`config.mk`:
```
export PLATFORM = sky130hd
export DESIGN_NAME = axi_write_to_mem_flat
export DESIGN_NICKNAME = d
export VERILOG_FILES = /design/src/hdl/axi_chan_pkg.sv /design/src/hdl/mem_pkg.sv /design/src/hdl/mem_req_if.sv /design/src/hdl/axi_write_to_mem.sv /design/src/flat_wrapper.sv
export SDC_FILE = /design/constraint.sdc
export NUM_CORES = 1
export LEC_CHECK = 0
export BUFFER_PORTS_ARGS = -buffer_cell sky130_fd_sc_hd__clkbuf_2
export CAP_MARGIN = 20
export CORE_ASPECT_RATIO = 0.7
export CORE_MARGIN = 10
export CORE_UTILIZATION = 37
export CTS_BUF_LIST = sky130_fd_sc_hd__clkbuf_16
export CTS_CLUSTER_DIAMETER = 30
export DETAILED_ROUTE_END_ITERATION = 16
export HOLD_SLACK_MARGIN = 0.12
export MAX_ROUTING_LAYER = met4
export PLACE_DENSITY = 0.79
export SLEW_MARGIN = 20
export SYNTH_ARGS = -nofsm -noshare
export SYNTH_HDL_FRONTEND = slang
export SYNTH_SLANG_ARGS = --single-unit
export TNS_END_PERCENT = 10
```
`constraint.sdc`:
```
create_clock -name clk_i -period 1.94 [get_ports clk_i]
set_clock_uncertainty 0.1 [all_clocks]
set_input_delay 0.194 -clock clk_i [delete_from_list [all_inputs] [get_ports clk_i]]
set_output_delay 0.194 -clock clk_i [all_outputs]
set_load 0.01 [all_outputs]
```
`src/hdl/axi_chan_pkg.sv`:
```
// AXI4 channel field types and response codes for the split converter subsystem.
// Imported by the read and write converters, the top level and the testbench.
package axi_chan_pkg;

  // Channel field widths.
  localparam int unsigned AxiAddrWidth = 32;
  localparam int unsigned AxiDataWidth = 32;
  localparam int unsigned AxiIdWidth   = 4;
  localparam int unsigned AxiRespWidth = 2;
  localparam int unsigned AxiStrbWidth = AxiDataWidth / 8;

  // Byte address of a transaction.
  typedef logic [AxiAddrWidth-1:0] axi_addr_t;

  // One data beat.
  typedef logic [AxiDataWidth-1:0] axi_data_t;

  // One strobe bit per data byte.
  typedef logic [AxiStrbWidth-1:0] axi_strb_t;

  // Transaction ID, echoed on R and B.
  typedef logic [AxiIdWidth-1:0] axi_id_t;

  // Response code on R and B.
  typedef logic [AxiRespWidth-1:0] axi_resp_t;

  // Normal access.
  localparam axi_resp_t RespOkay   = 2'b00;
  // Slave error, used for addresses outside the memory.
  localparam axi_resp_t RespSlvErr = 2'b10;

  // Writes with every strobe clear never reach a bank.
  localparam bit HideZeroStrb = 1'b1;

endpackage

```
`src/hdl/mem_pkg.sv`:
```
// Geometry of the word-interleaved memory behind the AXI converters.
// Defines the bank, row and word address fields and the bank data types.
package mem_pkg;

  // Four banks, consecutive words go to consecutive banks.
  localparam int unsigned NumBanks  = 4;
  // Words per bank.
  localparam int unsigned BankDepth = 256;

  // Byte address fields: [1:0] byte, [3:2] bank, [11:4] row.
  localparam int unsigned ByteOffBits = 2;
  localparam int unsigned BankBits    = $clog2(NumBanks);
  localparam int unsigned RowBits     = $clog2(BankDepth);
  localparam int unsigned WordBits    = RowBits + BankBits;

  // Total size in bytes, everything at or above is out of range.
  localparam int unsigned MemBytes = NumBanks * BankDepth * 4;

  // Bank select.
  typedef logic [BankBits-1:0] bank_idx_t;

  // Row inside one bank.
  typedef logic [RowBits-1:0] row_t;

  // Word address as {row, bank}.
  typedef logic [WordBits-1:0] word_addr_t;

  // Bank data and byte enables.
  typedef logic [31:0] mem_data_t;
  typedef logic [3:0]  mem_strb_t;

endpackage

```
`src/hdl/mem_req_if.sv`:
```
// One memory request port with grant and a response for every request.
// Converters use master, the arbiter answers on arbiter, banks sit on bank.
interface mem_req_if import mem_pkg::*; ();

  // Request side, held until gnt is seen at a rising edge.
  logic       req;
  word_addr_t addr;
  logic       we;
  mem_data_t  wdata;
  mem_strb_t  strb;

  // Responder side.
  logic       gnt;
  logic       rvalid;
  mem_data_t  rdata;

  // Requester, a converter or the arbiter toward a bank.
  modport master (output req, addr, we, wdata, strb, input gnt, rvalid, rdata);

  // Responder as seen by a converter.
  modport arbiter (input req, addr, we, wdata, strb, output gnt, rvalid, rdata);

  // SRAM bank, always ready so no gnt.
  modport bank (input req, addr, we, wdata, strb, output rvalid, rdata);

endinterface

```
`src/hdl/axi_write_to_mem.sv`:
```
// Joins AW and W of a single-beat AXI write, issues one masked memory write and answers on B.
// AW and W may come in either order; each is held until its B beat is taken.
module axi_write_to_mem import axi_chan_pkg::*; import mem_pkg::*; (
  input  logic      clk_i,
  input  logic      arst_n_i,
  input  logic      aw_valid_i,
  output logic      aw_ready_o,
  input  axi_id_t   aw_id_i,
  input  axi_addr_t aw_addr_i,
  input  logic      w_valid_i,
  output logic      w_ready_o,
  input  axi_data_t w_data_i,
  input  axi_strb_t w_strb_i,
  output logic      b_valid_o,
  input  logic      b_ready_i,
  output axi_id_t   b_id_o,
  output axi_resp_t b_resp_o,
  output logic      busy_o,
  mem_req_if.master mem
);

  typedef enum logic [1:0] {
    WrIdle,
    WrRequest,
    WrWait,
    WrRespond
  } wr_state_e;

  wr_state_e  state_q, state_d;
  logic       aw_held_q, w_held_q;
  logic       aw_take, w_take, b_take;
  axi_id_t    id_q;
  word_addr_t addr_q;
  logic       oor_q;
  axi_data_t  data_q;
  axi_strb_t  strb_q;
  logic       skip_mem;

  assign aw_take = aw_valid_i && aw_ready_o;
  assign w_take  = w_valid_i && w_ready_o;
  assign b_take  = b_valid_o && b_ready_i;

  // Out of range, or nothing to write.
  assign skip_mem = oor_q || (HideZeroStrb && strb_q == '0);

  // Holding flags, set on the handshake and freed by the B handshake.
  always_ff @(posedge clk_i or negedge arst_n_i) begin
    if (!arst_n_i) begin
      aw_held_q <= 1'b0;
      w_held_q  <= 1'b0;
    end else if (b_take) begin
      aw_held_q <= 1'b0;
      w_held_q  <= 1'b0;
    end else begin
      aw_held_q <= aw_held_q | aw_take;
      w_held_q  <= w_held_q | w_take;
    end
  end

  always_ff @(posedge clk_i) begin
    if (aw_take) begin
      id_q   <= aw_id_i;
      addr_q <= aw_addr_i[ByteOffBits +: WordBits];
      oor_q  <= (aw_addr_i >= MemBytes);
    end
    if (w_take) begin
      data_q <= w_data_i;
      strb_q <= w_strb_i;
    end
  end

  always_comb begin
    state_d = state_q;
    case (state_q)
      WrIdle: begin
        // Start once both halves are held.
        if (aw_held_q && w_held_q) begin
          state_d = skip_mem ? WrRespond : WrRequest;
        end
      end
      WrRequest: begin
        if (mem.gnt) begin
          state_d = WrWait;
        end
      end
      WrWait: begin
        // The bank acknowledges writes too.
        if (mem.rvalid) begin
          state_d = WrRespond;
        end
      end
      WrRespond: begin
        if (b_ready_i) begin
          state_d = WrIdle;
        end
      end
      default: state_d = WrIdle;
    endcase
  end

  always_ff @(posedge clk_i or negedge arst_n_i) begin
    if (!arst_n_i) begin
      state_q <= WrIdle;
    end else begin
      state_q <= state_d;
    end
  end

  assign aw_ready_o = !aw_held_q;
  assign w_ready_o  = !w_held_q;
  assign b_valid_o  = (state_q == WrRespond);
  assign b_id_o     = id_q;
  assign b_resp_o   = oor_q ? RespSlvErr : RespOkay;
  // A held channel is a transaction in progress.
  assign busy_o     = aw_held_q | w_held_q;

  assign mem.req   = (state_q == WrRequest);
  assign mem.addr  = addr_q;
  assign mem.we    = 1'b1;
  assign mem.wdata = data_q;
  assign mem.strb  = strb_q;

  // A waiting request keeps its payload until the arbiter grants it.
  a_payload_stable : assert property (@(posedge clk_i) disable iff (!arst_n_i)
    mem.req && !mem.gnt |=> mem.req && $stable({mem.addr, mem.we, mem.wdata, mem.strb}));

endmodule

```
`src/flat_wrapper.sv`:
```
// flat-port wrapper written by rule: the top's interface ports become plain ports
module axi_write_to_mem_flat import axi_chan_pkg::*; import mem_pkg::*;
  (clk_i, arst_n_i, aw_valid_i, aw_ready_o, aw_id_i, aw_addr_i, w_valid_i, w_ready_o, w_data_i, w_strb_i, b_valid_o, b_ready_i, b_id_o, b_resp_o, busy_o, mem_req, mem_addr, mem_we, mem_wdata, mem_strb, mem_gnt, mem_rvalid, mem_rdata);
  mem_req_if mem_i ();
  input  logic clk_i;
  input  logic arst_n_i;
  input  logic aw_valid_i;
  output logic aw_ready_o;
  input  axi_id_t aw_id_i;
  input  axi_addr_t aw_addr_i;
  input  logic w_valid_i;
  output logic w_ready_o;
  input  axi_data_t w_data_i;
  input  axi_strb_t w_strb_i;
  output logic b_valid_o;
  input  logic b_ready_i;
  output axi_id_t b_id_o;
  output axi_resp_t b_resp_o;
  output logic busy_o;
  output wire logic [$bits(mem_i.req)-1:0] mem_req;
  output wire logic [$bits(mem_i.addr)-1:0] mem_addr;
  output wire logic [$bits(mem_i.we)-1:0] mem_we;
  output wire logic [$bits(mem_i.wdata)-1:0] mem_wdata;
  output wire logic [$bits(mem_i.strb)-1:0] mem_strb;
  input wire logic [$bits(mem_i.gnt)-1:0] mem_gnt;
  input wire logic [$bits(mem_i.rvalid)-1:0] mem_rvalid;
  input wire logic [$bits(mem_i.rdata)-1:0] mem_rdata;
  assign mem_req = mem_i.req;
  assign mem_addr = mem_i.addr;
  assign mem_we = mem_i.we;
  assign mem_wdata = mem_i.wdata;
  assign mem_strb = mem_i.strb;
  assign mem_i.gnt = mem_gnt;
  assign mem_i.rvalid = mem_rvalid;
  assign mem_i.rdata = mem_rdata;
  axi_write_to_mem u_core (.clk_i(clk_i), .arst_n_i(arst_n_i), .aw_valid_i(aw_valid_i), .aw_ready_o(aw_ready_o), .aw_id_i(aw_id_i), .aw_addr_i(aw_addr_i), .w_valid_i(w_valid_i), .w_ready_o(w_ready_o), .w_data_i(w_data_i), .w_strb_i(w_strb_i), .b_valid_o(b_valid_o), .b_ready_i(b_ready_i), .b_id_o(b_id_o), .b_resp_o(b_resp_o), .busy_o(busy_o), .mem(mem_i));
endmodule
```
==> results.md, run 1 <==
- RD Place Congestion: approximately 0.73
- Post-synth top area share: between 70% and 80%
- Core area: 0.00491 mm²
- Sw Ratio: between 20% and 30%
- Sequential fraction of the synthesis area: a little over four fifths
- Area delta synth->final: 77.7%
- Internal power: 0.00258 W
- Gate power share: 25.9%
- CTS resizes: 0
- Startpoint Class: input pin
- Diode count: 0
- Synth cell types: 23
- Reg clk slew, reported paths: about 60 ps
- Post-route cell area: between 0.003 and 0.004 mm²
- Global route total overflow: 0
- CTS sink cnt: 55
- Final Max Tran Viols: 0
- Syn Nets: 210
- Mapped Area: a little under 0.002 mm²
- Final setup fails: 0
- Post-Synthesis Cells: 94
- RSZ-0062 raised after global routing: false
- CP endpoint kind: register
- Die extent in x: 106 µm
- Worst R2R Path Depth: 5
- Vias in the first global route: between 1500 and 2000
- CTS tree: built
- Crit path from: aw_addr_i[27]
- Status: finished, final reports clean
- Fin. Hold Viols: 0
- WP data required: between 1500 and 2000 ps
- Worst r2r src: u_core.state_q[0]
- I/O Pins: ~170
- Initial Util: between 30% and 40%
- Drc violations: 0
- P_sw: 0.000921 W
- Skew-Pair Late Insertion Delay: approximately 280 ps
- Vias/cell: ~4.3
- CP max FO: 1
- Sequential share of power: about 46%
- DRT Pass-1 Iters: 4
- Dominant cell type by area after synthesis: edfxtp_1
- Worst EP arrival: ~1700 ps
- FP Rows: 21
- Clock Tree Root: clkbuf_16
- Leak: about 1.5 nW
- H-tree levels: 2
- Max VDD drop: around 0.56 mV
- Largest net degree at the start of global routing: 37
- Final ANT Viol Nets: 0
- Ratio of cells with drive above 1 in the final layout: about half
- Worst reg2reg setup slack: around 280 ps
- Clock network fraction of total power: about 28%
- Max-cap violations: 0
- Hold crit path type: input pin to asynchronous set/reset pin
- First-pass GRT wire length: ~9400 µm
- Ranking of synthesized cells by area: edfxtp_1 (80%), dfrtp_1 (5.2%), ha_1 (3.3%)
- Ys async rst share: 7.27%
- Setup_tns: 0 ps
- TritonCTS Buffers: 5
- CP endpoint: u_core.oor_q
- Synth Flop Type: edfxtp_1
- Synth Area per Inst: ~20 µm²
- Top-count cell post-synth: edfxtp_1
- Initial antenna violation count: 0
- Yosys reg bits: 55
- Cell Area, Placed: around 0.0027 mm²
- Period utilization: about nine tenths
- Max Root-Sink Buffers: 2
- Synth warnings: 0
- Crit path time final: roughly 1700 ps
- Critical path type: input pin to register
- WL per Instance: roughly 17 µm
- Cell Pwr Density: approximately 1000 mW/mm²
- Die area: about 0.0085 mm²
- IO buf count: 132
- HPWL after DPL: 4290 µm
- Post-synth EDFFs: 51
- Die H: ~80 µm
- Achievable Freq: 0.573 GHz
- Total wire length: 5940 µm
- GR Util All Layers: 14.5%
- First DRT Iteration DRCs: 36
- Postcts setup bufs: 0
- Synth cell count leaders: edfxtp_1 (51), nor4_1 (6), ha_1 (5), dfrtp_1 (4), inv_1 (4)
- Via Count: about 1500
- Fin nets: roughly 410
- Worst r2r dst: u_core.state_q[1]
-- critical path, stage by stage --
cell and delay, ps:
dlygate4sd3_1 530, clkbuf_2 110, nor4_1 200, dlygate4sd3_1 580
nand3_1 70
-- logic make-up (layout without fill, tap and decap cells) --
group,Yosys count,in the layout,synth area share [%]
multiplexers,1,1,0.520
buffers and inverters,7,203,1.95
AND/OR/NAND/NOR,18,18,5.85
adder cells (fa/ha/maj),5,5,3.25
AO/OA/AOI/OAI,6,6,3.25
flip-flops,55,55,84.8
other,2,2,0.390
-- per-stage QoR --
stage	instances	hold WS (ps)	util (%)	total power, W	setup slack (ps)
after global routing	359	160	69.6	0.00370	134
after CTS	359	140	69.6	0.00354	206
after detailed placement	294	-87.5	54.5	0.00246	288
final	359	159	69.6	0.00350	195
after floorplan	94	-202	-	0.00209	360
after global placement	294	-89.1	54.5	0.00243	299
-- cells in the final DEF, fill, tap and decap left out, drive strengths merged, types with 2 or more instances in the layout --
master and n:
clkbuf 137, dlygate4sd3 58, edfxtp 51, nor4 6
ha 5, inv 4, dfrtp 4, and2b 4
nor2 2, a21oi 2, conb 2, nand2 2
buf 2
-- metal layers --
layer | wire length (µm) | vias up | track usage, %
met2 | 3200 | 68 | 26.8
met3 | 444 | 9 | 5.02
met4 | 97 | 0 | 4.85
met1 | 2190 | 719 | 14.0
met5 | 0 | - | -
li1 | - | 746 | -
-- repair_timing --
| action | in CTS | in global routing |
|---|---|---|
| endpoints found under the setup margin | 0 | 0 |
| endpoints found under the hold margin | 57 | 0 |
| hold buffers | 58 | 0 |
-- power groups by stage --
stage / registers [W] / logic (W) / clock network, W
global route: 0.00164 / 0.00101 / 0.00104
finish: 0.00162 / 0.000908 / 0.000966
CTS: 0.00162 / 0.000919 / 0.00100
global placement: 0.00164 / 0.000798 / 0
detailed placement: 0.00165 / 0.000815 / 0
floorplan: 0.00171 / 0.000375 / 0
-- worst min-delay path by stage --
stage                        start                end  slack [ps]  cells past startpoint
final                     arst_n_i    u_core.w_held_q         160                      2
after global routing      arst_n_i  u_core.state_q[1]         160                      2
after CTS                 arst_n_i    u_core.w_held_q         140                      2
after detailed placement  arst_n_i    u_core.w_held_q         -90                      1
after global placement    arst_n_i    u_core.w_held_q         -90                      1
after floorplan           arst_n_i   u_core.aw_held_q        -200                      0
-- state kept, by name (all words and copies together), names as in the netlist --
signal            flops
u_core.mem.wdata     32
u_core.mem.addr      10
u_core.b_id_o         4
u_core.mem.strb       4
u_core.state_q        2
u_core.aw_held_q      1
u_core.oor_q          1
u_core.w_held_q       1
-- layout make-up --
type                            count  area, µm²
Clock buffer                        5        125
Clock inverter                      2       37.5
Fill cell                         353       1490
Inverter                            4       15.0
Multi-Input combinational cell     32        255
Sequential cell                    55       1630
Tap cell                           69       86.3
Timing Repair Buffer              192       1270
(Power assumes the default switching activity.)
==> run 2: changes to the inputs <==
- CORE_UTILIZATION: 37 -> 34
- PLACE_DENSITY: 0.79 -> 0.76
- clock period: 1.94 -> 1.4 ns (I/O delays scaled with it)
==> run 2 against run 1 <==
The run now ends with setup timing left. Combinational power rose by 54%. Die area grew 6.9%. Design area rose by 2.8%. Critical path depth is the same. Worst hold slack improved by 8.2 ps. Setup slack worse by 350 ps. Critical path type is now register to register. Largest power group unchanged. Highest routed layer unchanged.
==> results.md, run 2 (synthesized netlist as in run 1, its figures left out) <==
- H-tree levels: 2 (unchanged)
- Max-cap violations: 0 (unchanged)
- Clock Tree Root: clkbuf_16 (unchanged)
- RD Place Congestion: 0.890 (was 0.729)
- Largest net degree at the start of global routing: 29 (was 37)
- Achievable Freq: about 0.64 GHz
- Initial Util: 35.9% (was 39.2%)
- Via Count: 1591 (was 1542)
- Drc violations: 0 (unchanged)
- Final ANT Viol Nets: 0 (unchanged)
- DRT Pass-1 Iters: 5 (was 4)
- Commonest non-fill, non-tap cells in the layout: clkbuf_2 (131), dlygate4sd3_1 (63), edfxtp_1 (51), nor4_1 (6) (was clkbuf_2 (132), dlygate4sd3_1 (58), edfxtp_1 (51), nor4_1 (6))
- DP Cell Count: 302 (was 294)
- HP Start: aw_addr_i[13]
- Number of fillers in the final layout: 410 (was 353)
- Hold Path Sink: u_core.oor_q
- Setup_tns: -309 ps (was 0 ps)
- CP max FO: 3 (was 1)
- Total wire length: 6470 µm (was 5940 µm)
- Violated checks: setup timing
- Hold path depth: 4
- WP data required: 1470 ps (was 1870 ps)
- HPWL after DPL: 4590 µm (was 4290 µm)
- Final WS setup: -158 ps (was 195 ps)
- Die H: 82.9 µm (was 80.3 µm)
- Worst r2r src: u_core.state_q[1] (was u_core.state_q[0])
- Post-Route Utilization: 65.5% (was 69.6%)
- WL per Instance: 17.3 µm (was 16.5 µm)
- Cell Pwr Density: 1370 mW/mm² (was 1020 mW/mm²)
- Non-filler cells, final: 373 (was 359)
- Worst reg2reg setup slack: -160 ps (was 280 ps)
- Status: finished, violations left (was finished, final reports clean)
- Fin nets: 416 (was 406)
- Final Max Tran Viols: 0 (unchanged)
- Initial antenna violation count: 0 (unchanged)
- First DRT Iteration DRCs: 55 (was 36)
- Skew-Pair Late Insertion Delay: 280 ps (about the same)
- Startpoint Class: register (was input pin)
- Fin. Hold Viols: 0 (unchanged)
- Worst r2r dst: u_core.state_q[0] (was u_core.state_q[1])
- CP endpoint kind: register (unchanged)
- Leak: 1.57 nW (was 1.54 nW)
- FP Rows: 22 (was 21)
- Period utilization: 111%
- CTS tree: built (unchanged)
- Worst R2R Path Depth: 5 (unchanged)
- Core area: 0.00537 mm² (was 0.00491 mm²)
- Diode count: 0 (unchanged)
- Crit path time final: around 1600 ps
- Largest register FFs: 32 (unchanged)
- GR Util All Layers: 14.6% (was 14.5%)
- Reg clk slew, reported paths: 60 ps (about the same)
- Hold crit path type: input pin to register (was input pin to asynchronous set/reset pin)
- TritonCTS Buffers: 5 (unchanged)
- First-pass GRT wire length: 9980 µm (was 9360 µm)
- CTS sink cnt: 55 (unchanged)
- RSZ-0062 raised after global routing: true (was false)
- Total power: 0.00481 W (was 0.00350 W)
- Commonest non-fill, non-tap cell in the layout: clkbuf_2 (unchanged)
- IO buf count: 132 (unchanged)
- Max Root-Sink Buffers: 2 (unchanged)
- Max VDD drop: 0.637 mV (was 0.558 mV)
- Vias/cell: 4.27 (was 4.30)
- Final setup fails: 3 (was 0)
- Global route total overflow: 0 (unchanged)
- Die extent in x: 110 µm (was 106 µm)
- Ratio of cells with drive above 1 in the final layout: 51.2% (was 50.0%)
- Die area: 0.00912 mm² (was 0.00853 mm²)
- Worst EP arrival: 1620 ps (was 1680 ps)
- I/O Pins: 169 (unchanged)
- Hold_ws: 168 ps (was 159 ps)
- Critical path type: register to register (was input pin to register)
- Area delta synth->final: 82.6% (was 77.7%)
- Vias in the first global route: 1823 (was 1879)
run 2: cell count changes in the layout (fill, tap and decap cells not counted), moves of 2 or more:
cell / previous run / this run
inv_2: 0 / 2
ha_2: 0 / 2
dlygate4sd3_1: 58 / 63
buf_4: 1 / 5
ha_1: 5 / 3
run 2: stage by stage:
stage	area [µm²]	setup slack [ps]
after floorplan	1940	-108
after global placement	2740	-129
after detailed placement	2740	-157
after CTS	3510	-165
after global routing	3510	-211
final	3510	-158
run 2: power by group:
part | internal [W] | leakage, nW | switching, W
logic | 0.000712 | 0.992 | 0.000688
registers | 0.00213 | 0.509 | 0.000130
clock network | 0.000650 | 0.0724 | 0.000502
run 2: worst max-delay path by stage:
stage                           start                end  slack [ps]  cells after the start
floorplan           u_core.state_q[1]  u_core.state_q[0]        -110                      5
global placement    u_core.state_q[1]  u_core.state_q[0]        -130                      5
detailed placement  u_core.state_q[1]  u_core.state_q[0]        -160                      5
CTS                 u_core.state_q[1]  u_core.state_q[0]        -160                      5
global route        u_core.state_q[1]  u_core.state_q[1]        -210                      5
finish              u_core.state_q[1]  u_core.state_q[0]        -160                      5
run 2: what timing repair did:
item / CTS / global route
cloned: 0 / 0
gates resized for setup: 0 / 2
pin swaps: 1 / 0
endpoints found under the setup margin: 3 / 4
hold endpoints to repair: 57 / 0
hold buffers: 63 / 0
setup buffers: 0 / 0
run 2: layout make-up:
cell class | count | area (µm²) | share of cell area (%)
Inverter | 4 | 15.0 | 0.427
Clock inverter | 3 | 15.0 | 0.427
Clock buffer | 5 | 125 | 3.56
Multi-Input combinational cell | 32 | 269 | 7.65
Timing Repair Buffer | 202 | 1370 | 38.9
Sequential cell | 55 | 1630 | 46.4
Tap cell | 72 | 90.1 | 2.56
run 2: routing by layer:
| metal | vias up | part of all wire [%] | GRT usage [%] |
|---|---|---|---|
| met5 | - | 0 | - |
| met4 | 0 | 1.1 | 3.86 |
| met3 | 9 | 7.3 | 3.70 |
| met2 | 66 | 58 | 27.7 |
| met1 | 746 | 33 | 14.1 |
| li1 | 770 | - | - |
run 2: worst max-delay path, cell delays in order (launching register included):
cell and delay [ps]:
dfrtp_1 410, inv_2 70, ha_2 170, and2b_1 190, a211o_1 230, o32a_1 280
==> run 3: changes to the inputs <==
- CORE_UTILIZATION: 34 -> 40
- PLACE_DENSITY: 0.76 -> 0.84
- RECOVER_POWER: default -> 50
- clock period: 1.4 -> 1.9 ns (I/O delays scaled with it)
==> run 3 against run 2 <==
The run now ends clean. Register-to-register slack improved by 400 ps. Non-clock buffer count decreased by 10. Routed wire length decreased by 1.7%. Core utilization increased by 6.0 points. Sequential cell count unchanged.
==> results.md, run 3 (synthesized netlist as in run 1, its figures left out) <==
- Status: finished, final reports clean (was finished, violations left)
- Crit path cell chain: dlygate4sd3_1 > clkbuf_2 > nor4_1 > dlygate4sd3_1 > nand3_1 (was inv_2 > ha_2 > and2b_1 > a211o_1 > o32a_1)
- Die area: 0.00803 mm² (was 0.00912 mm²)
- Crit path from: aw_addr_i[29] (was u_core.state_q[1])
- Setup_tns: 0 ps (was -309 ps)
- Largest register FFs: 32 (unchanged)
- Total wire length: 6350 µm (was 6470 µm)
- Largest net degree at the start of global routing: 37 (was 29)
- Sequential share of power: 47.5% (was 47.0%)
- Final ANT Viol Nets: 0 (unchanged)
- Achievable Freq: 0.557 GHz
- Hold crit path type: input pin to asynchronous set/reset pin (was input pin to register)
- Gate power share: 26.4% (was 29.1%)
- Max Root-Sink Buffers: 2 (unchanged)
- Startpoint Class: input pin (was register)
- Area delta synth->final: 74.6% (was 82.6%)
- Skew-Pair Late Insertion Delay: 280 ps (about the same)
- RD Place Congestion: 0.805 (was 0.890)
- Fin nets: 406 (was 416)
- Crit-path slowest cell: dlygate4sd3_1 (was dfrtp_1)
- Worst r2r src: u_core.state_q[0] (was u_core.state_q[1])
- Commonest non-fill, non-tap cell in the layout: clkbuf_2 (unchanged)
- Core area: 0.00470 mm² (was 0.00537 mm²)
- CTS tree: built (unchanged)
- WP data required: 1830 ps (was 1470 ps)
- Initial antenna violation count: 1 (was 0)
- Global route total overflow: 0 (unchanged)
- Clock network fraction of total power: 26.1% (was 23.9%)
- First-pass GRT wire length: 9490 µm (was 9980 µm)
- Worst EP arrival: 1730 ps (was 1620 ps)
- Fin. Hold Viols: 0 (unchanged)
- Leak: 1.45 nW (was 1.57 nW)
- Vias in the first global route: 1827 (was 1823)
- Final Max Tran Viols: 0 (unchanged)
- Internal power: 0.00249 W (was 0.00349 W)
- Max-cap violations: 0 (unchanged)
- H-tree levels: 2 (unchanged)
- Period utilization: a little over nine tenths
- I/O Pins: 169 (unchanged)
- Vias/cell: 4.48 (was 4.27)
- Initial Util: 40.9% (was 35.9%)
- Max VDD drop: 0.580 mV (was 0.637 mV)
- Ratio of cells with drive above 1 in the final layout: 40.5% (was 51.2%)
- Reg clk slew, reported paths: 70 ps (was 60 ps)
- Die extent in x: 103 µm (was 110 µm)
- P_sw: 0.000990 W (was 0.00132 W)
- HPWL after DPL: 4240 µm (was 4590 µm)
- Cell Pwr Density: 1040 mW/mm² (was 1370 mW/mm²)
- IO buf count: 132 (unchanged)
- CTS sink cnt: 55 (unchanged)
- First DRT Iteration DRCs: 48 (was 55)
- Via Count: 1569 (was 1591)
- WL per Instance: 18.1 µm (was 17.3 µm)
- Most common cell type on the critical path: dlygate4sd3_1
- GR Util All Layers: 16.2% (was 14.6%)
- Crit path time final: ~1800 ps
- Clock Tree Root: clkbuf_16 (unchanged)
- Drc violations: 0 (unchanged)
- Commonest non-fill, non-tap cells in the layout: clkbuf_2 (104), dlygate4sd3_1 (58), edfxtp_1 (51), clkbuf_1 (28), nor4_1 (6) (was clkbuf_2 (131), dlygate4sd3_1 (63), edfxtp_1 (51), nor4_1 (6))
- TritonCTS Buffers: 5 (unchanged)
- Post-Place Worst Slack: 249 ps (was -157 ps)
- Crit-path max cell delay: 590 ps (was 410 ps)
- CP endpoint kind: register (unchanged)
- Sw Ratio: 28.4% (was 27.4%)
- CP max FO: 1 (was 3)
- DRT Pass-1 Iters: 4 (was 5)
- FP Rows: 21 (was 22)
- Critical path type: input pin to register (was register to register)
- Final setup fails: 0 (was 3)
- Die H: 78.0 µm (was 82.9 µm)
- Final WS setup: 103 ps (was -158 ps)
[run 3: area by class of cell]
cell class / count / area [µm²]
Fill cell: 340 / 1340
Inverter: 4 / 15.0
Timing Repair Buffer: 192 / 1230
Clock inverter: 3 / 22.5
Multi-Input combinational cell: 32 / 255
Antenna cell: 2 / 5.00
Clock buffer: 5 / 125
Sequential cell: 55 / 1630
Tap cell: 57 / 71.3
[run 3: timing repair]
item | 4_1_cts | 5_1_grt
resized for setup | 0 | 0
hold buffers | 58 | 0
setup endpoints to repair | 0 | 0
endpoints found under the hold margin | 57 | 0
buffers inserted | 0 | 0
[run 3: power by group through the flow]
stage | combinational, W | clock [W] | sequential, W
after floorplan | 0.000383 | 0 | 0.00175
after global placement | 0.000813 | 0 | 0.00167
after detailed placement | 0.000834 | 0 | 0.00168
after CTS | 0.000942 | 0.000926 | 0.00166
after global routing | 0.00101 | 0.000979 | 0.00168
final | 0.000920 | 0.000909 | 0.00166
[run 3: routing by layer]
metal / wire [µm] / global-route usage (%)
met3: 266 / 3.24
met4: 211 / 8.03
met1: 2090 / 14.4
met5: 0 / -
met2: 3780 / 31.4
[run 3: path summary, 6_finish.rpt]
| kind | depth (start not counted) | slack [ps] | end |
|---|---|---|---|
| min reg2reg | 1 | 480 | u_core.state_q[0] |
| min in group clk_i | 4 | 240 | u_core.oor_q |
| min | 2 | 170 | u_core.w_held_q |
| max reg2reg | 5 | 240 | u_core.state_q[1] |
| max | 5 | 100 | u_core.oor_q |
| max in group asynchronous | 2 | 1340 | u_core.state_q[0] |
[run 3: critical path: cells and delay by family]
family        cells  cell delay (ps)
simple gates      2              310
buf+inv           3             1230
[run 3: through the flow]
| stage | instance area [µm²] | power (W) | utilization (%) | cells | hold slack, ps |
|---|---|---|---|---|---|
| floorplan | 1920 | 0.00213 | - | 94 | -206 |
| CTS | 3390 | 0.00352 | 72.1 | 348 | 144 |
| finish | 3360 | 0.00348 | 71.4 | 350 | 169 |
| detailed placement | 2660 | 0.00252 | 56.6 | 282 | -92.6 |
| global placement | 2660 | 0.00248 | 56.6 | 282 | -93.4 |
| global route | 3360 | 0.00367 | 71.4 | 349 | 180 |
