<file path="src/hdl/axi_chan_pkg.sv">
// AXI4 channel field types and response codes for the split converter subsystem.
// Imported by the read and write converters, the top level and the testbench.
package axi_chan_pkg;

  // Channel field widths.
  localparam int unsigned AxiAddrWidth = 32;
  localparam int unsigned AxiDataWidth = 32;
  localparam int unsigned AxiIdWidth   = 4;
  localparam int unsigned AxiRespWidth = 2;
  localparam int unsigned AxiStrbWidth = AxiDataWidth / 8;

  // Byte address of a transaction.
  typedef logic [AxiAddrWidth-1:0] axi_addr_t;

  // One data beat.
  typedef logic [AxiDataWidth-1:0] axi_data_t;

  // One strobe bit per data byte.
  typedef logic [AxiStrbWidth-1:0] axi_strb_t;

  // Transaction ID, echoed on R and B.
  typedef logic [AxiIdWidth-1:0] axi_id_t;

  // Response code on R and B.
  typedef logic [AxiRespWidth-1:0] axi_resp_t;

  // Normal access.
  localparam axi_resp_t RespOkay   = 2'b00;
  // Slave error, used for addresses outside the memory.
  localparam axi_resp_t RespSlvErr = 2'b10;

  // Writes with every strobe clear never reach a bank.
  localparam bit HideZeroStrb = 1'b1;

endpackage

</file>
<file path="src/hdl/mem_pkg.sv">
// Geometry of the word-interleaved memory behind the AXI converters.
// Defines the bank, row and word address fields and the bank data types.
package mem_pkg;

  // Four banks, consecutive words go to consecutive banks.
  localparam int unsigned NumBanks  = 4;
  // Words per bank.
  localparam int unsigned BankDepth = 256;

  // Byte address fields: [1:0] byte, [3:2] bank, [11:4] row.
  localparam int unsigned ByteOffBits = 2;
  localparam int unsigned BankBits    = $clog2(NumBanks);
  localparam int unsigned RowBits     = $clog2(BankDepth);
  localparam int unsigned WordBits    = RowBits + BankBits;

  // Total size in bytes, everything at or above is out of range.
  localparam int unsigned MemBytes = NumBanks * BankDepth * 4;

  // Bank select.
  typedef logic [BankBits-1:0] bank_idx_t;

  // Row inside one bank.
  typedef logic [RowBits-1:0] row_t;

  // Word address as {row, bank}.
  typedef logic [WordBits-1:0] word_addr_t;

  // Bank data and byte enables.
  typedef logic [31:0] mem_data_t;
  typedef logic [3:0]  mem_strb_t;

endpackage

</file>
<file path="src/hdl/mem_req_if.sv">
// One memory request port with grant and a response for every request.
// Converters use master, the arbiter answers on arbiter, banks sit on bank.
interface mem_req_if import mem_pkg::*; ();

  // Request side, held until gnt is seen at a rising edge.
  logic       req;
  word_addr_t addr;
  logic       we;
  mem_data_t  wdata;
  mem_strb_t  strb;

  // Responder side.
  logic       gnt;
  logic       rvalid;
  mem_data_t  rdata;

  // Requester, a converter or the arbiter toward a bank.
  modport master (output req, addr, we, wdata, strb, input gnt, rvalid, rdata);

  // Responder as seen by a converter.
  modport arbiter (input req, addr, we, wdata, strb, output gnt, rvalid, rdata);

  // SRAM bank, always ready so no gnt.
  modport bank (input req, addr, we, wdata, strb, output rvalid, rdata);

endinterface

</file>
<file path="src/hdl/axi_read_to_mem.sv">
// Turns single-beat AXI reads into one memory read each and returns the R beat.
// One transaction in flight; out-of-range reads answer SLVERR without touching memory.
module axi_read_to_mem import axi_chan_pkg::*; import mem_pkg::*; (
  input  logic      clk_i,
  input  logic      arst_n_i,
  input  logic      ar_valid_i,
  output logic      ar_ready_o,
  input  axi_id_t   ar_id_i,
  input  axi_addr_t ar_addr_i,
  output logic      r_valid_o,
  input  logic      r_ready_i,
  output axi_id_t   r_id_o,
  output axi_data_t r_data_o,
  output axi_resp_t r_resp_o,
  output logic      busy_o,
  mem_req_if.master mem
);

  typedef enum logic [1:0] {
    RdIdle,
    RdRequest,
    RdWait,
    RdRespond
  } rd_state_e;

  rd_state_e  state_q, state_d;
  axi_id_t    id_q;
  word_addr_t addr_q;
  axi_data_t  data_q;
  axi_resp_t  resp_q;
  logic       in_range;

  // Upper address bits count too, so a plain compare is enough.
  assign in_range = (ar_addr_i < MemBytes);

  always_comb begin
    state_d = state_q;
    case (state_q)
      RdIdle: begin
        if (ar_valid_i) begin
          state_d = in_range ? RdRequest : RdRespond;
        end
      end
      RdRequest: begin
        if (mem.gnt) begin
          state_d = RdWait;
        end
      end
      RdWait: begin
        if (mem.rvalid) begin
          state_d = RdRespond;
        end
      end
      RdRespond: begin
        if (r_ready_i) begin
          state_d = RdIdle;
        end
      end
      default: state_d = RdIdle;
    endcase
  end

  always_ff @(posedge clk_i or negedge arst_n_i) begin
    if (!arst_n_i) begin
      state_q <= RdIdle;
    end else begin
      state_q <= state_d;
    end
  end

  // Beat payload.
  always_ff @(posedge clk_i) begin
    if (state_q == RdIdle && ar_valid_i) begin
      id_q   <= ar_id_i;
      addr_q <= ar_addr_i[ByteOffBits +: WordBits];
      // SLVERR beats carry zero data.
      data_q <= '0;
      resp_q <= in_range ? RespOkay : RespSlvErr;
    end else if (state_q == RdWait && mem.rvalid) begin
      data_q <= mem.rdata;
    end
  end

  // AR is taken only when nothing is in flight.
  assign ar_ready_o = (state_q == RdIdle);
  assign r_valid_o  = (state_q == RdRespond);
  assign r_id_o     = id_q;
  assign r_data_o   = data_q;
  assign r_resp_o   = resp_q;
  assign busy_o     = (state_q != RdIdle);

  // Read-only port.
  assign mem.req   = (state_q == RdRequest);
  assign mem.addr  = addr_q;
  assign mem.we    = 1'b0;
  assign mem.wdata = '0;
  assign mem.strb  = '0;

  // A response only ever comes back for the one granted read.
  a_rvalid_in_wait : assert property (@(posedge clk_i) disable iff (!arst_n_i)
    mem.rvalid |-> state_q == RdWait);

endmodule

</file>
<file path="src/flat_wrapper.sv">
// flat-port wrapper written by rule: the top's interface ports become plain ports
module axi_read_to_mem_flat import axi_chan_pkg::*; import mem_pkg::*;
  (clk_i, arst_n_i, ar_valid_i, ar_ready_o, ar_id_i, ar_addr_i, r_valid_o, r_ready_i, r_id_o, r_data_o, r_resp_o, busy_o, mem_req, mem_addr, mem_we, mem_wdata, mem_strb, mem_gnt, mem_rvalid, mem_rdata);
  mem_req_if mem_i ();
  input  logic clk_i;
  input  logic arst_n_i;
  input  logic ar_valid_i;
  output logic ar_ready_o;
  input  axi_id_t ar_id_i;
  input  axi_addr_t ar_addr_i;
  output logic r_valid_o;
  input  logic r_ready_i;
  output axi_id_t r_id_o;
  output axi_data_t r_data_o;
  output axi_resp_t r_resp_o;
  output logic busy_o;
  output wire logic [$bits(mem_i.req)-1:0] mem_req;
  output wire logic [$bits(mem_i.addr)-1:0] mem_addr;
  output wire logic [$bits(mem_i.we)-1:0] mem_we;
  output wire logic [$bits(mem_i.wdata)-1:0] mem_wdata;
  output wire logic [$bits(mem_i.strb)-1:0] mem_strb;
  input wire logic [$bits(mem_i.gnt)-1:0] mem_gnt;
  input wire logic [$bits(mem_i.rvalid)-1:0] mem_rvalid;
  input wire logic [$bits(mem_i.rdata)-1:0] mem_rdata;
  assign mem_req = mem_i.req;
  assign mem_addr = mem_i.addr;
  assign mem_we = mem_i.we;
  assign mem_wdata = mem_i.wdata;
  assign mem_strb = mem_i.strb;
  assign mem_i.gnt = mem_gnt;
  assign mem_i.rvalid = mem_rvalid;
  assign mem_i.rdata = mem_rdata;
  axi_read_to_mem u_core (.clk_i(clk_i), .arst_n_i(arst_n_i), .ar_valid_i(ar_valid_i), .ar_ready_o(ar_ready_o), .ar_id_i(ar_id_i), .ar_addr_i(ar_addr_i), .r_valid_o(r_valid_o), .r_ready_i(r_ready_i), .r_id_o(r_id_o), .r_data_o(r_data_o), .r_resp_o(r_resp_o), .busy_o(busy_o), .mem(mem_i));
endmodule
</file>
<file path="config.mk">
export PLATFORM = sky130hd
export DESIGN_NAME = axi_read_to_mem_flat
export DESIGN_NICKNAME = d
export VERILOG_FILES = /design/src/hdl/axi_chan_pkg.sv /design/src/hdl/mem_pkg.sv /design/src/hdl/mem_req_if.sv /design/src/hdl/axi_read_to_mem.sv /design/src/flat_wrapper.sv
export SDC_FILE = /design/constraint.sdc
export NUM_CORES = 1
export LEC_CHECK = 0
export ABC_CLOCK_PERIOD_IN_PS = 1600
export BUFFER_PORTS_ARGS = -buffer_cell sky130_fd_sc_hd__buf_2
export CORE_MARGIN = 3
export CORE_UTILIZATION = 36
export DETAILED_ROUTE_END_ITERATION = 16
export HOLD_SLACK_MARGIN = 0.15
export PLACE_DENSITY = 0.87
export SETUP_SLACK_MARGIN = 0.5
export SYNTH_ARGS = -nofsm -noshare
export SYNTH_HDL_FRONTEND = slang
export SYNTH_SLANG_ARGS = --single-unit
export TNS_END_PERCENT = 20
</file>
<file path="constraint.sdc">
create_clock -name clk_i -period 1.6 [get_ports clk_i]
set_input_delay 0.32 -clock clk_i [delete_from_list [all_inputs] [get_ports clk_i]]
set_output_delay 0.32 -clock clk_i [all_outputs]
set_load 0.005 [all_outputs]
</file>
==> out/qor.csv, run 1 <==
metric;value;unit
Worst-path clk slew;0.09;ns
Setup crit end kind;output pin;
Synth top area share;0.2899;
crit path time final;1.482;ns
Max Clock Freq;674.6;MHz
ranking of synthesized cells by area;dfxtp_1 29%, edfxtp_1 20%, buf_4 14%, nand2_1 11%, a21oi_2 5.2%;
CP Data Required Time;1.28;ns
RSZ-0062 raised after global routing;true;
nets@finish;440;
Worst Skew;0.004979;ns
pin count of the biggest net entering global routing;17;
core area;0.005709;mm^2
Die ar.;0.007114;mm^2
total CTS buffers;5;
Seq cells post-synth;49;
Die Y-Extent;84.35;um
H-tree depth;2;
P_leak;0.001537;uW
power share of the clock group;0.173;
commonest cells in the netlist;66 x nand2_1, 41 x buf_4, 32 x dfxtp_1;
via count of the first global-routing pass;1864;
CTS max path bufs;2;
DRT iter0 DRCs;39;
CTS tree;yes;
most frequent cell after synthesis;nand2_1;
switching power;1815;uW
# IOs;163;
ys flop type;dfxtp_1;
remaining global-route overflow;0;
overall power;5310;uW
logic gate share of total power;0.467;
status;completed;
First-pass DRT Iterations;4;
YS warnings;0;
Worst path max stage delay;0.45;ns
final instance area;0.003232;mm^2
Via density;4.439;
DRC;0;
Port Buf Inserts;122;
number of synthesized flops with an enable pin;15;
WL final;6440;um
antenna violations before repair;0;
Sw Ratio;0.3419;
slowest CP cell;dfrtp_2;
WHS;0.1956;ns
GRT Util Overall;0.1654;
CP Class;reg -> out;
DP Area;0.002711;mm^2
clock root cell;clkbuf_8;
Syn-to-layout area delta;46.26;%
global-route wire length before repair;9287;um
Hold Violations, Final;0;
worst path arrival time;1.16;ns
Hold Crit Class;in -> reg;
CP cell instances;inv_2 > ha_4 > inv_4 > buf_6;
startpoint class of the critical path;flip-flop;
die width;84.35;um
clock latency at the later pin of the worst-skew pair;0.29;ns
vias post-DR;1931;
Final GP Congestion;0.8279;
initial core utilization;0.3870;
Final Max Slew Viols;0;
ANT cells;0;
final setup violation count;0;
routed len/inst;14.80;um
Core Rows;27;
DP HPWL;4255;um
post-synth top area cell;dfxtp_1;
post-synthesis sequential area ratio;0.5164;
Routed Antenna Nets;0;
Post-synth ARST share;0.04082;
VDD IR max;0.6836;mV
Post-Syn Instances;223;
syn_area_per_cell;9.909;um^2
P_int;3494;uW
MaxCap Viol Count;0;
Yosys cell types;25;
Sequential Power Share;0.360;
final worst path period share;0.9265;
# fillers;499;
Mapped Area;0.002210;mm^2
Max FO, Critical Path;6;
setup_tns;0;ns
clock sink total;49;
PD cells;1643;mW/mm^2
layout cells sized above 1;0.5675;
[critical path: cells and delay by family, from the launching register on]
kind                       cells  cell delay (ns)
buffers and inverters          3             0.24
DFF                            1             0.45
adders and majority gates      1             0.18
[flip-flops by register name, indices dropped and copies added (netlist names)]
| register | flops |
|---|---|
| u_core.mem.addr | 10 |
| u_core.r_id_o | 4 |
| u_core.state_q | 2 |
| u_core.r_resp_o | 1 |
| u_core.r_data_o | 32 |
[cells by family after synthesis]
kind of cell | after synthesis | synth area share
AO/OA/AOI/OAI | 35 | 0.1099
other | 1 | 0.001697
buffers and inverters | 55 | 0.1948
multiplexers | 2 | 0.009060
AND/OR/NAND/NOR | 77 | 0.1455
adder cells (fa/ha/maj) | 4 | 0.02265
flip-flops | 49 | 0.5164
[per-layer routing]
layer / share of wire / GRT usage / up-vias
met2: 0.52 / 0.3056 / 108
met1: 0.38 / 0.1846 / 887
met3: 0.10 / 0.04514 / 2
li1: - / - / 934
met4: 0.0033 / 0.04892 / 0
met5: 0 / 0 / -
[through the flow]
step                cells    util  worst slack [ns]
floorplan             260       -            0.2791
global placement      409  0.4749            0.1788
detailed placement    409  0.4749           0.09918
CTS                   433  0.5402            0.1183
global route          435  0.5661           0.07042
finish                435  0.5661            0.1177
[power groups by stage]
stage | Clock [uW] | Combinational (uW) | Sequential, uW
global placement | 0 | 1690 | 1890
detailed placement | 0 | 1770 | 1920
CTS | 953 | 2260 | 1890
floorplan | 0 | 1190 | 1950
global route | 996 | 2730 | 1960
finish | 916 | 2480 | 1910
[cell usage in the layout (no fill, tap or decap), types with 3 or more instances in the layout]
cell type,instances
edfxtp_1,15
buf_12,3
clkbuf_8,6
conb_1,38
buf_6,4
nand2_1,47
a21oi_1,9
ha_4,3
nand2_4,4
dfxtp_1,32
buf_16,3
nand2_2,14
buf_2,120
a21oi_2,23
inv_1,3
nor4_1,4
buf_4,7
and2_4,5
[layout make-up]
class                   count  area, um^2  share of cell area
well taps                  72       90.09             0.02787
clock inverters             2       37.54             0.01161
inverters                   6       25.02            0.007743
flip-flops and latches     49        1142              0.3535
multi-input cells         161       988.4              0.3058
repair buffers            139       865.8              0.2679
clock buffers               6       82.58             0.02555
[what timing repair did]
item / 4_1_cts / 5_1_grt
endpoints found under the setup margin: 69 / 96
pin swaps: 4 / 20
hold endpoints to repair: 2 / 0
resized for setup: 17 / 37
hold buffers: 1 / 0
setup buffers: 8 / 1
cloned: 7 / 1
[path summary, 6_finish.rpt]
path	from	endpoint	slack [ns]	cells past startpoint
max	u_core.state_q[0]$_DFFE_PN0P_	busy_o	0.12	4
min	ar_id_i[2]	u_core.r_id_o[2]$_DFFE_PP_	0.20	1
max reg2reg	u_core.state_q[0]$_DFFE_PN0P_	u_core.r_data_o[27]$_SDFFE_PP0P_	0.15	6
min reg2reg	u_core.r_data_o[11]$_SDFFE_PP0P_	u_core.r_data_o[11]$_SDFFE_PP0P_	0.45	2
max in group asynchronous	arst_n_i	u_core.state_q[0]$_DFFE_PN0P_	1.17	2
min in group asynchronous	arst_n_i	u_core.state_q[0]$_DFFE_PN0P_	0.32	2
Power figures use the tool's default switching activity.
==> run 2, diff against run 1 <==
--- a/config.mk
+++ b/config.mk
@@ -5,13 +5,14 @@
 export SDC_FILE = /design/constraint.sdc
 export NUM_CORES = 1
 export LEC_CHECK = 0
+export ABC_AREA = 1
 export ABC_CLOCK_PERIOD_IN_PS = 1600
 export BUFFER_PORTS_ARGS = -buffer_cell sky130_fd_sc_hd__buf_2
 export CORE_MARGIN = 3
 export CORE_UTILIZATION = 36
 export DETAILED_ROUTE_END_ITERATION = 16
 export HOLD_SLACK_MARGIN = 0.15
-export PLACE_DENSITY = 0.87
+export PLACE_DENSITY = 0.88
 export SETUP_SLACK_MARGIN = 0.5
 export SYNTH_ARGS = -nofsm -noshare
 export SYNTH_HDL_FRONTEND = slang
==> out/qor.csv, run 2 <==
metric;value;unit;change
WL final;5744;um;was 6440 um
WHS Path Cells;1;;unchanged
logic gate share of total power;0.492;;was 0.467
overall power;5362;uW;was 5310 uW
Max FO, Critical Path;5;;was 6
ys flop type;dfxtp_1;;unchanged
startpoint class of the critical path;flip-flop;;unchanged
post-synthesis sequential area ratio;0.5416;;was 0.5164
H-tree depth;2;;unchanged
Port Buf Inserts;122;;unchanged
P_int;3439;uW;was 3494 uW
Yosys cell types;20;;was 25
ANT cells;0;;unchanged
max reg flops;32;;unchanged
Register Area;0.001141;mm^2;was 0.001142 mm^2
core area;0.005574;mm^2;was 0.005709 mm^2
PD cells;1718;mW/mm^2;was 1643 mW/mm^2
MaxCap Viol Count;0;;unchanged
CTS tree;yes;;unchanged
GRT Util Overall;0.1493;;was 0.1654
Hold Crit Class;in -> reg;;unchanged
antenna violations before repair;0;;unchanged
Post-synth ARST share;0.04082;;unchanged
DRC;0;;unchanged
YS warnings;0;;unchanged
CP Class;reg -> out;;unchanged
FF-to-FF End;u_core.r_data_o[17]$_SDFFE_PP0P_;;was u_core.r_data_o[27]$_SDFFE_PP0P_
vias post-DR;1948;;was 1,931
global-route wire length before repair;7534;um;was 9287 um
Worst-path clk slew;0.09;ns;about the same
P_leak;0.001544;uW;was 0.001537 uW
total CTS buffers;5;;unchanged
Post-Syn Instances;238;;was 223
nets@finish;452;;was 440
# fillers;506;;was 499
routed len/inst;12.85;um;was 14.80 um
RSZ-0062 raised after global routing;true;;unchanged
setup_tns;0;ns;unchanged
Final GP Congestion;0.7597;;was 0.8279
most frequent cells in the layout;122 x buf_2, 76 x nor2_1, 38 x conb_1, 32 x dfxtp_1, 15 x edfxtp_1;;was 120 x buf_2, 47 x nand2_1, 38 x conb_1, 32 x dfxtp_1, 23 x a21oi_2
pin count of the biggest net entering global routing;33;;was 17
clock root cell;clkbuf_8;;unchanged
power share of the clock group;0.131;;was 0.173
crit path time final;1.439;ns;was 1.482 ns
layout cells sized above 1;0.4640;;was 0.5675
remaining global-route overflow;0;;unchanged
syn_area_per_cell;8.853;um^2;was 9.909 um^2
Setup crit end kind;output pin;;unchanged
die width;82.51;um;was 84.35 um
area occupied by multi-input gates;873.3;um^2;was 988.4 um^2
Max Clock Freq;694.8;MHz;was 674.6 MHz
switching power;1923;uW;was 1815 uW
final setup violation count;0;;unchanged
clock sink total;49;;unchanged
initial core utilization;0.3780;;was 0.3870
Mapped Area;0.002107;mm^2;was 0.002210 mm^2
worst path arrival time;1.12;ns;was 1.16 ns
ranking of synthesized cells by area;dfxtp_1 30%, edfxtp_1 21%, buf_4 15%, nor2_1 14%, o21ai_0 7.4%;;was dfxtp_1 29%, edfxtp_1 20%, buf_4 14%, nand2_1 11%, a21oi_2 5.2%
Routed Antenna Nets;0;;unchanged
Seq cells post-synth;49;;unchanged
DRT iter0 DRCs;42;;was 39
Via density;4.358;;was 4.439
hold_sp;ar_addr_i[4];;was ar_id_i[2]
VDD IR max;0.7326;mV;was 0.6836 mV
Sequential Power Share;0.377;;was 0.360
# IOs;163;;unchanged
post-synth top area cell;dfxtp_1;;unchanged
commonest cells in the netlist;78 x nor2_1, 41 x buf_4, 32 x dfxtp_1;;was 66 x nand2_1, 41 x buf_4, 32 x dfxtp_1
reg2reg start;u_core.state_q[0]$_DFFE_PN0P_;;unchanged
final worst path period share;0.8995;;was 0.9265
Critical Path Start;u_core.state_q[1]$_DFFE_PN0P_;;was u_core.state_q[0]$_DFFE_PN0P_
Critical path destination;busy_o;;unchanged
number of synthesized flops with an enable pin;15;;unchanged
flop-to-flop setup slack;0.18;ns;was 0.15 ns
commonest non-fill, non-tap cell in the layout;buf_2;;unchanged
CP Data Required Time;1.28;ns;about the same
Worst Skew;0.003527;ns;was 0.004979 ns
DP HPWL;3922;um;was 4255 um
status;completed;;unchanged
Sw Ratio;0.3587;;was 0.3419
R2R depth;8;;was 6
Hold Violations, Final;0;;unchanged
via count of the first global-routing pass;1589;;was 1,864
clock latency at the later pin of the worst-skew pair;0.29;ns;about the same
Core Rows;27;;unchanged
Synth top area share;0.3040;;was 0.2899
CTS max path bufs;2;;unchanged
most frequent cell after synthesis;nor2_1;;was nand2_1
First-pass DRT Iterations;4;;unchanged
Syn-to-layout area delta;48.16;%;was 46.26%
Die Y-Extent;82.51;um;was 84.35 um
Die ar.;0.006807;mm^2;was 0.007114 mm^2
Final Max Slew Viols;0;;unchanged
run 2: metrics by stage:
step	utilization	instances	setup WS, ns	hold slack [ns]	area [um^2]
final	0.5600	447	0.1608	0.1983	3122
after global routing	0.5600	447	0.09192	0.1757	3122
after CTS	0.5419	445	0.1507	0.1902	3020
after detailed placement	0.4759	425	0.09078	0.1079	2653
after global placement	0.4759	425	0.1817	0.1048	2653
after floorplan	-	275	0.2584	0.02441	2273
run 2: cell type report:
cell class / count / share of cell area
clock inverters: 2 / 0.004409
repair buffers: 139 / 0.2822
well taps: 72 / 0.02886
clock buffers: 6 / 0.02325
multi-input cells: 170 / 0.2798
flip-flops and latches: 49 / 0.3655
inverters: 9 / 0.01603
run 2: worst min-delay path by stage:
stage,slack (ns),end
floorplan,0.02,u_core.state_q[0]$_DFFE_PN0P_
global placement,0.10,u_core.state_q[0]$_DFFE_PN0P_
detailed placement,0.11,u_core.state_q[1]$_DFFE_PN0P_
CTS,0.19,u_core.mem.addr[2]$_DFFE_PP_
global route,0.18,u_core.mem.addr[7]$_DFFE_PP_
finish,0.20,u_core.mem.addr[2]$_DFFE_PP_
run 2: cell families (layout without fill, tap and decap cells):
family                   Yosys count  in the layout  synth area share
buffers and inverters             56            156            0.1764
other                              1             38          0.001780
AND/OR/NAND/NOR                   91             91            0.1681
adder cells (fa/ha/maj)            4              4           0.02375
flip-flops                        49             49            0.5416
AO/OA/AOI/OAI                     37             37           0.08848
run 2: metal layers:
layer  track usage  up-vias  wire length, um
met5             0        -                0
met4       0.06209        0              117
met3       0.02928       10              492
met2        0.2885       99             3055
met1        0.1549      881             2078
li1              -      958                -
run 2: critical path, cell delays in order, from the launching register on:
cell     delay [ns]
dfrtp_1        0.41
inv_2          0.09
ha_4           0.18
inv_2          0.03
buf_2          0.12
run 2: power by group through the flow:
stage,sequential [uW],combinational [uW],clock (uW)
floorplan,2110,1110,0
global placement,2030,1800,0
detailed placement,2060,1860,0
CTS,2020,2420,722
global route,2070,2920,774
finish,2020,2640,702
run 2: repair_timing:
action                                  in CTS  in global routing
pin swaps                                    1                  7
endpoints found under the setup margin      68                 88
setup buffers                                7                  2
resized for setup                           30                 34
endpoints found under the hold margin        2                  0
hold buffers                                 1                  0
cloned                                       4                  0
==> run 3, diff against run 2 <==
--- a/config.mk
+++ b/config.mk
@@ -8,11 +8,14 @@
 export ABC_AREA = 1
 export ABC_CLOCK_PERIOD_IN_PS = 1600
 export BUFFER_PORTS_ARGS = -buffer_cell sky130_fd_sc_hd__buf_2
+export CELL_PAD_IN_SITES_DETAIL_PLACEMENT = 1
+export CELL_PAD_IN_SITES_GLOBAL_PLACEMENT = 1
 export CORE_MARGIN = 3
-export CORE_UTILIZATION = 36
+export CORE_UTILIZATION = 25
+export CTS_BUF_LIST = sky130_fd_sc_hd__clkbuf_4
 export DETAILED_ROUTE_END_ITERATION = 16
 export HOLD_SLACK_MARGIN = 0.15
-export PLACE_DENSITY = 0.88
+export PLACE_DENSITY = 0.89
 export SETUP_SLACK_MARGIN = 0.5
 export SYNTH_ARGS = -nofsm -noshare
 export SYNTH_HDL_FRONTEND = slang
==> out/qor.csv, run 3 (synthesis results as in run 2) <==
metric;value;unit;change
P_int;3502;uW;was 3439 uW
Sw Ratio;0.3635;;was 0.3587
Port Buf Inserts;122;;unchanged
final setup violation count;0;;unchanged
Max FO, Critical Path;5;;unchanged
vias post-DR;2070;;was 1,948
Max Clock Freq;657.0;MHz;was 694.8 MHz
MaxCap Viol Count;0;;unchanged
# IOs;163;;unchanged
setup_tns;0;ns;unchanged
Via density;4.207;;was 4.358
total CTS buffers;5;;unchanged
Place WS;0.06808;ns;was 0.09078 ns
Sequential Power Share;0.381;;was 0.377
PD cells;1669;mW/mm^2;was 1718 mW/mm^2
Final Max Slew Viols;0;;unchanged
H-tree depth;2;;unchanged
initial core utilization;0.2644;;was 0.3780
CTS max path bufs;2;;unchanged
startpoint class of the critical path;flip-flop;;unchanged
Die ar.;0.009566;mm^2;was 0.006807 mm^2
clock latency at the later pin of the worst-skew pair;0.35;ns;was 0.29 ns
Worst Skew;0.003744;ns;was 0.003527 ns
CP Class;reg -> reg;;was reg -> out
remaining global-route overflow;0;;unchanged
nets@finish;467;;was 452
Register Area;0.001141;mm^2;unchanged
CTS tree;yes;;unchanged
logic gate share of total power;0.489;;was 0.492
final core utilization;0.4138;;was 0.5600
worst path arrival time;1.77;ns;was 1.12 ns
power share of the clock group;0.131;;about the same
# fillers;974;;was 506
final instance area;0.003297;mm^2;was 0.003122 mm^2
Routed Antenna Nets;0;;unchanged
Die Y-Extent;97.81;um;was 82.51 um
area occupied by multi-input gates;873.3;um^2;unchanged
GRT Util Overall;0.1332;;was 0.1493
P_leak;0.001597;uW;was 0.001544 uW
die width;97.81;um;was 82.51 um
antenna violations before repair;0;;unchanged
DP Area;0.002698;mm^2;was 0.002653 mm^2
Setup crit end kind;flip-flop;;was output pin
Hold Violations, Final;0;;unchanged
global-route wire length before repair;10230;um;was 7534 um
layout cells sized above 1;0.4462;;was 0.4640
core area;0.007968;mm^2;was 0.005574 mm^2
RSZ-0062 raised after global routing;true;;unchanged
DP HPWL;4909;um;was 3922 um
VDD IR max;0.4298;mV;was 0.7326 mV
DRT iter0 DRCs;41;;was 42
status;completed;;unchanged
max reg flops;32;;unchanged
final worst path period share;0.9513;;was 0.8995
switching power;2000;uW;was 1923 uW
Hold Crit Class;in -> reg;;unchanged
clock sink total;49;;unchanged
First-pass DRT Iterations;4;;unchanged
clock root cell;clkbuf_4;;was clkbuf_8
via count of the first global-routing pass;2163;;was 1,589
Worst-path clk slew;0.14;ns;was 0.09 ns
pin count of the biggest net entering global routing;19;;was 33
most frequent cells in the layout;121 x buf_2, 64 x nor2_1, 38 x conb_1, 32 x dfxtp_1, 22 x o21ai_0;;was 122 x buf_2, 76 x nor2_1, 38 x conb_1, 32 x dfxtp_1, 15 x edfxtp_1
Final GP Congestion;0.7850;;was 0.7597
Syn-to-layout area delta;56.47;%;was 48.16%
DRC;0;;unchanged
commonest non-fill, non-tap cell in the layout;buf_2;;unchanged
final setup margin;0.07786;ns;was 0.1608 ns
routed len/inst;14.09;um;was 12.85 um
WL final;6933;um;was 5744 um
crit path time final;1.522;ns;was 1.439 ns
CP Data Required Time;1.85;ns;was 1.28 ns
Core Rows;32;;was 27
ANT cells;0;;unchanged
==> run 3: changes by cell type in the layout (fill, tap and decap cells not counted), sizes merged <==
cell / delta
inv: -1
dlygate4sd3: +14
clkbuf: +1
bufinv: +1
buf: -1
clkinv: +2
clkinvlp: -1
==> run 3: final cells by class <==
class / count / share of cell area
flip-flops and latches: 49 / 0.3461
multi-input cells: 170 / 0.2649
well taps: 102 / 0.03871
clock inverters: 3 / 0.01214
inverters: 9 / 0.01518
clock buffers: 5 / 0.01139
repair buffers: 154 / 0.3116
==> run 3: critical path, stage by stage (launching register included) <==
cell	delay, ns
dfrtp_1	0.42
inv_2	0.07
ha_4	0.18
buf_4	0.13
buf_4	0.13
nand2_1	0.08
o21ai_2	0.07
nor2_1	0.15
buf_4	0.13
o21ai_1	0.06
==> run 3: timing repair <==
action | in CTS | in global routing
pin swaps | 3 | 4
gates cloned | 2 | 2
resized for setup | 17 | 42
hold buffers | 15 | 0
endpoints found under the setup margin | 100 | 100
hold endpoints to repair | 16 | 0
buffers inserted | 6 | 3
==> run 3: power groups by stage <==
stage	Sequential [uW]	Clock (uW)	Combinational (uW)
5_1_grt	2170	799	3000
3_3_place_gp	2030	0	1860
3_5_place_dp	2070	0	1950
6_report	2090	719	2690
2_1_floorplan	2110	0	1110
4_1_cts	2040	760	2390
==> run 3: final timing paths <==
check                                                 from                          endpoint  slack, ns  cells after the start
max                          u_core.state_q[0]$_DFFE_PN0P_     u_core.state_q[0]$_DFFE_PN0P_       0.08                      9
min                                          mem_rdata[16]  u_core.r_data_o[16]$_SDFFE_PP0P_       0.19                      3
max reg2reg                  u_core.state_q[0]$_DFFE_PN0P_     u_core.state_q[0]$_DFFE_PN0P_       0.08                      9
min reg2reg                u_core.r_data_o[5]$_SDFFE_PP0P_   u_core.r_data_o[5]$_SDFFE_PP0P_       0.49                      2
max in group asynchronous                         arst_n_i     u_core.state_q[1]$_DFFE_PN0P_       1.25                      2
min in group asynchronous                         arst_n_i     u_core.state_q[0]$_DFFE_PN0P_       0.26                      2
==> run 3: metal layers <==
metal / track usage / up-vias / part of all wire
met5: 0 / - / 0
met4: 0.06390 / 0 / 0.030
met3: 0.03000 / 16 / 0.065
met2: 0.2688 / 108 / 0.56
met1: 0.1235 / 958 / 0.34
li1: - / 988 / -
==> run 3: stage by stage <==
step	power, uW	hold WS, ns	std cells
finish	5502	0.1940	492
floorplan	3216	0.02441	275
detailed placement	4023	0.1086	456
global placement	3893	0.1116	456
CTS	5185	0.1740	487
global route	5970	0.1825	492
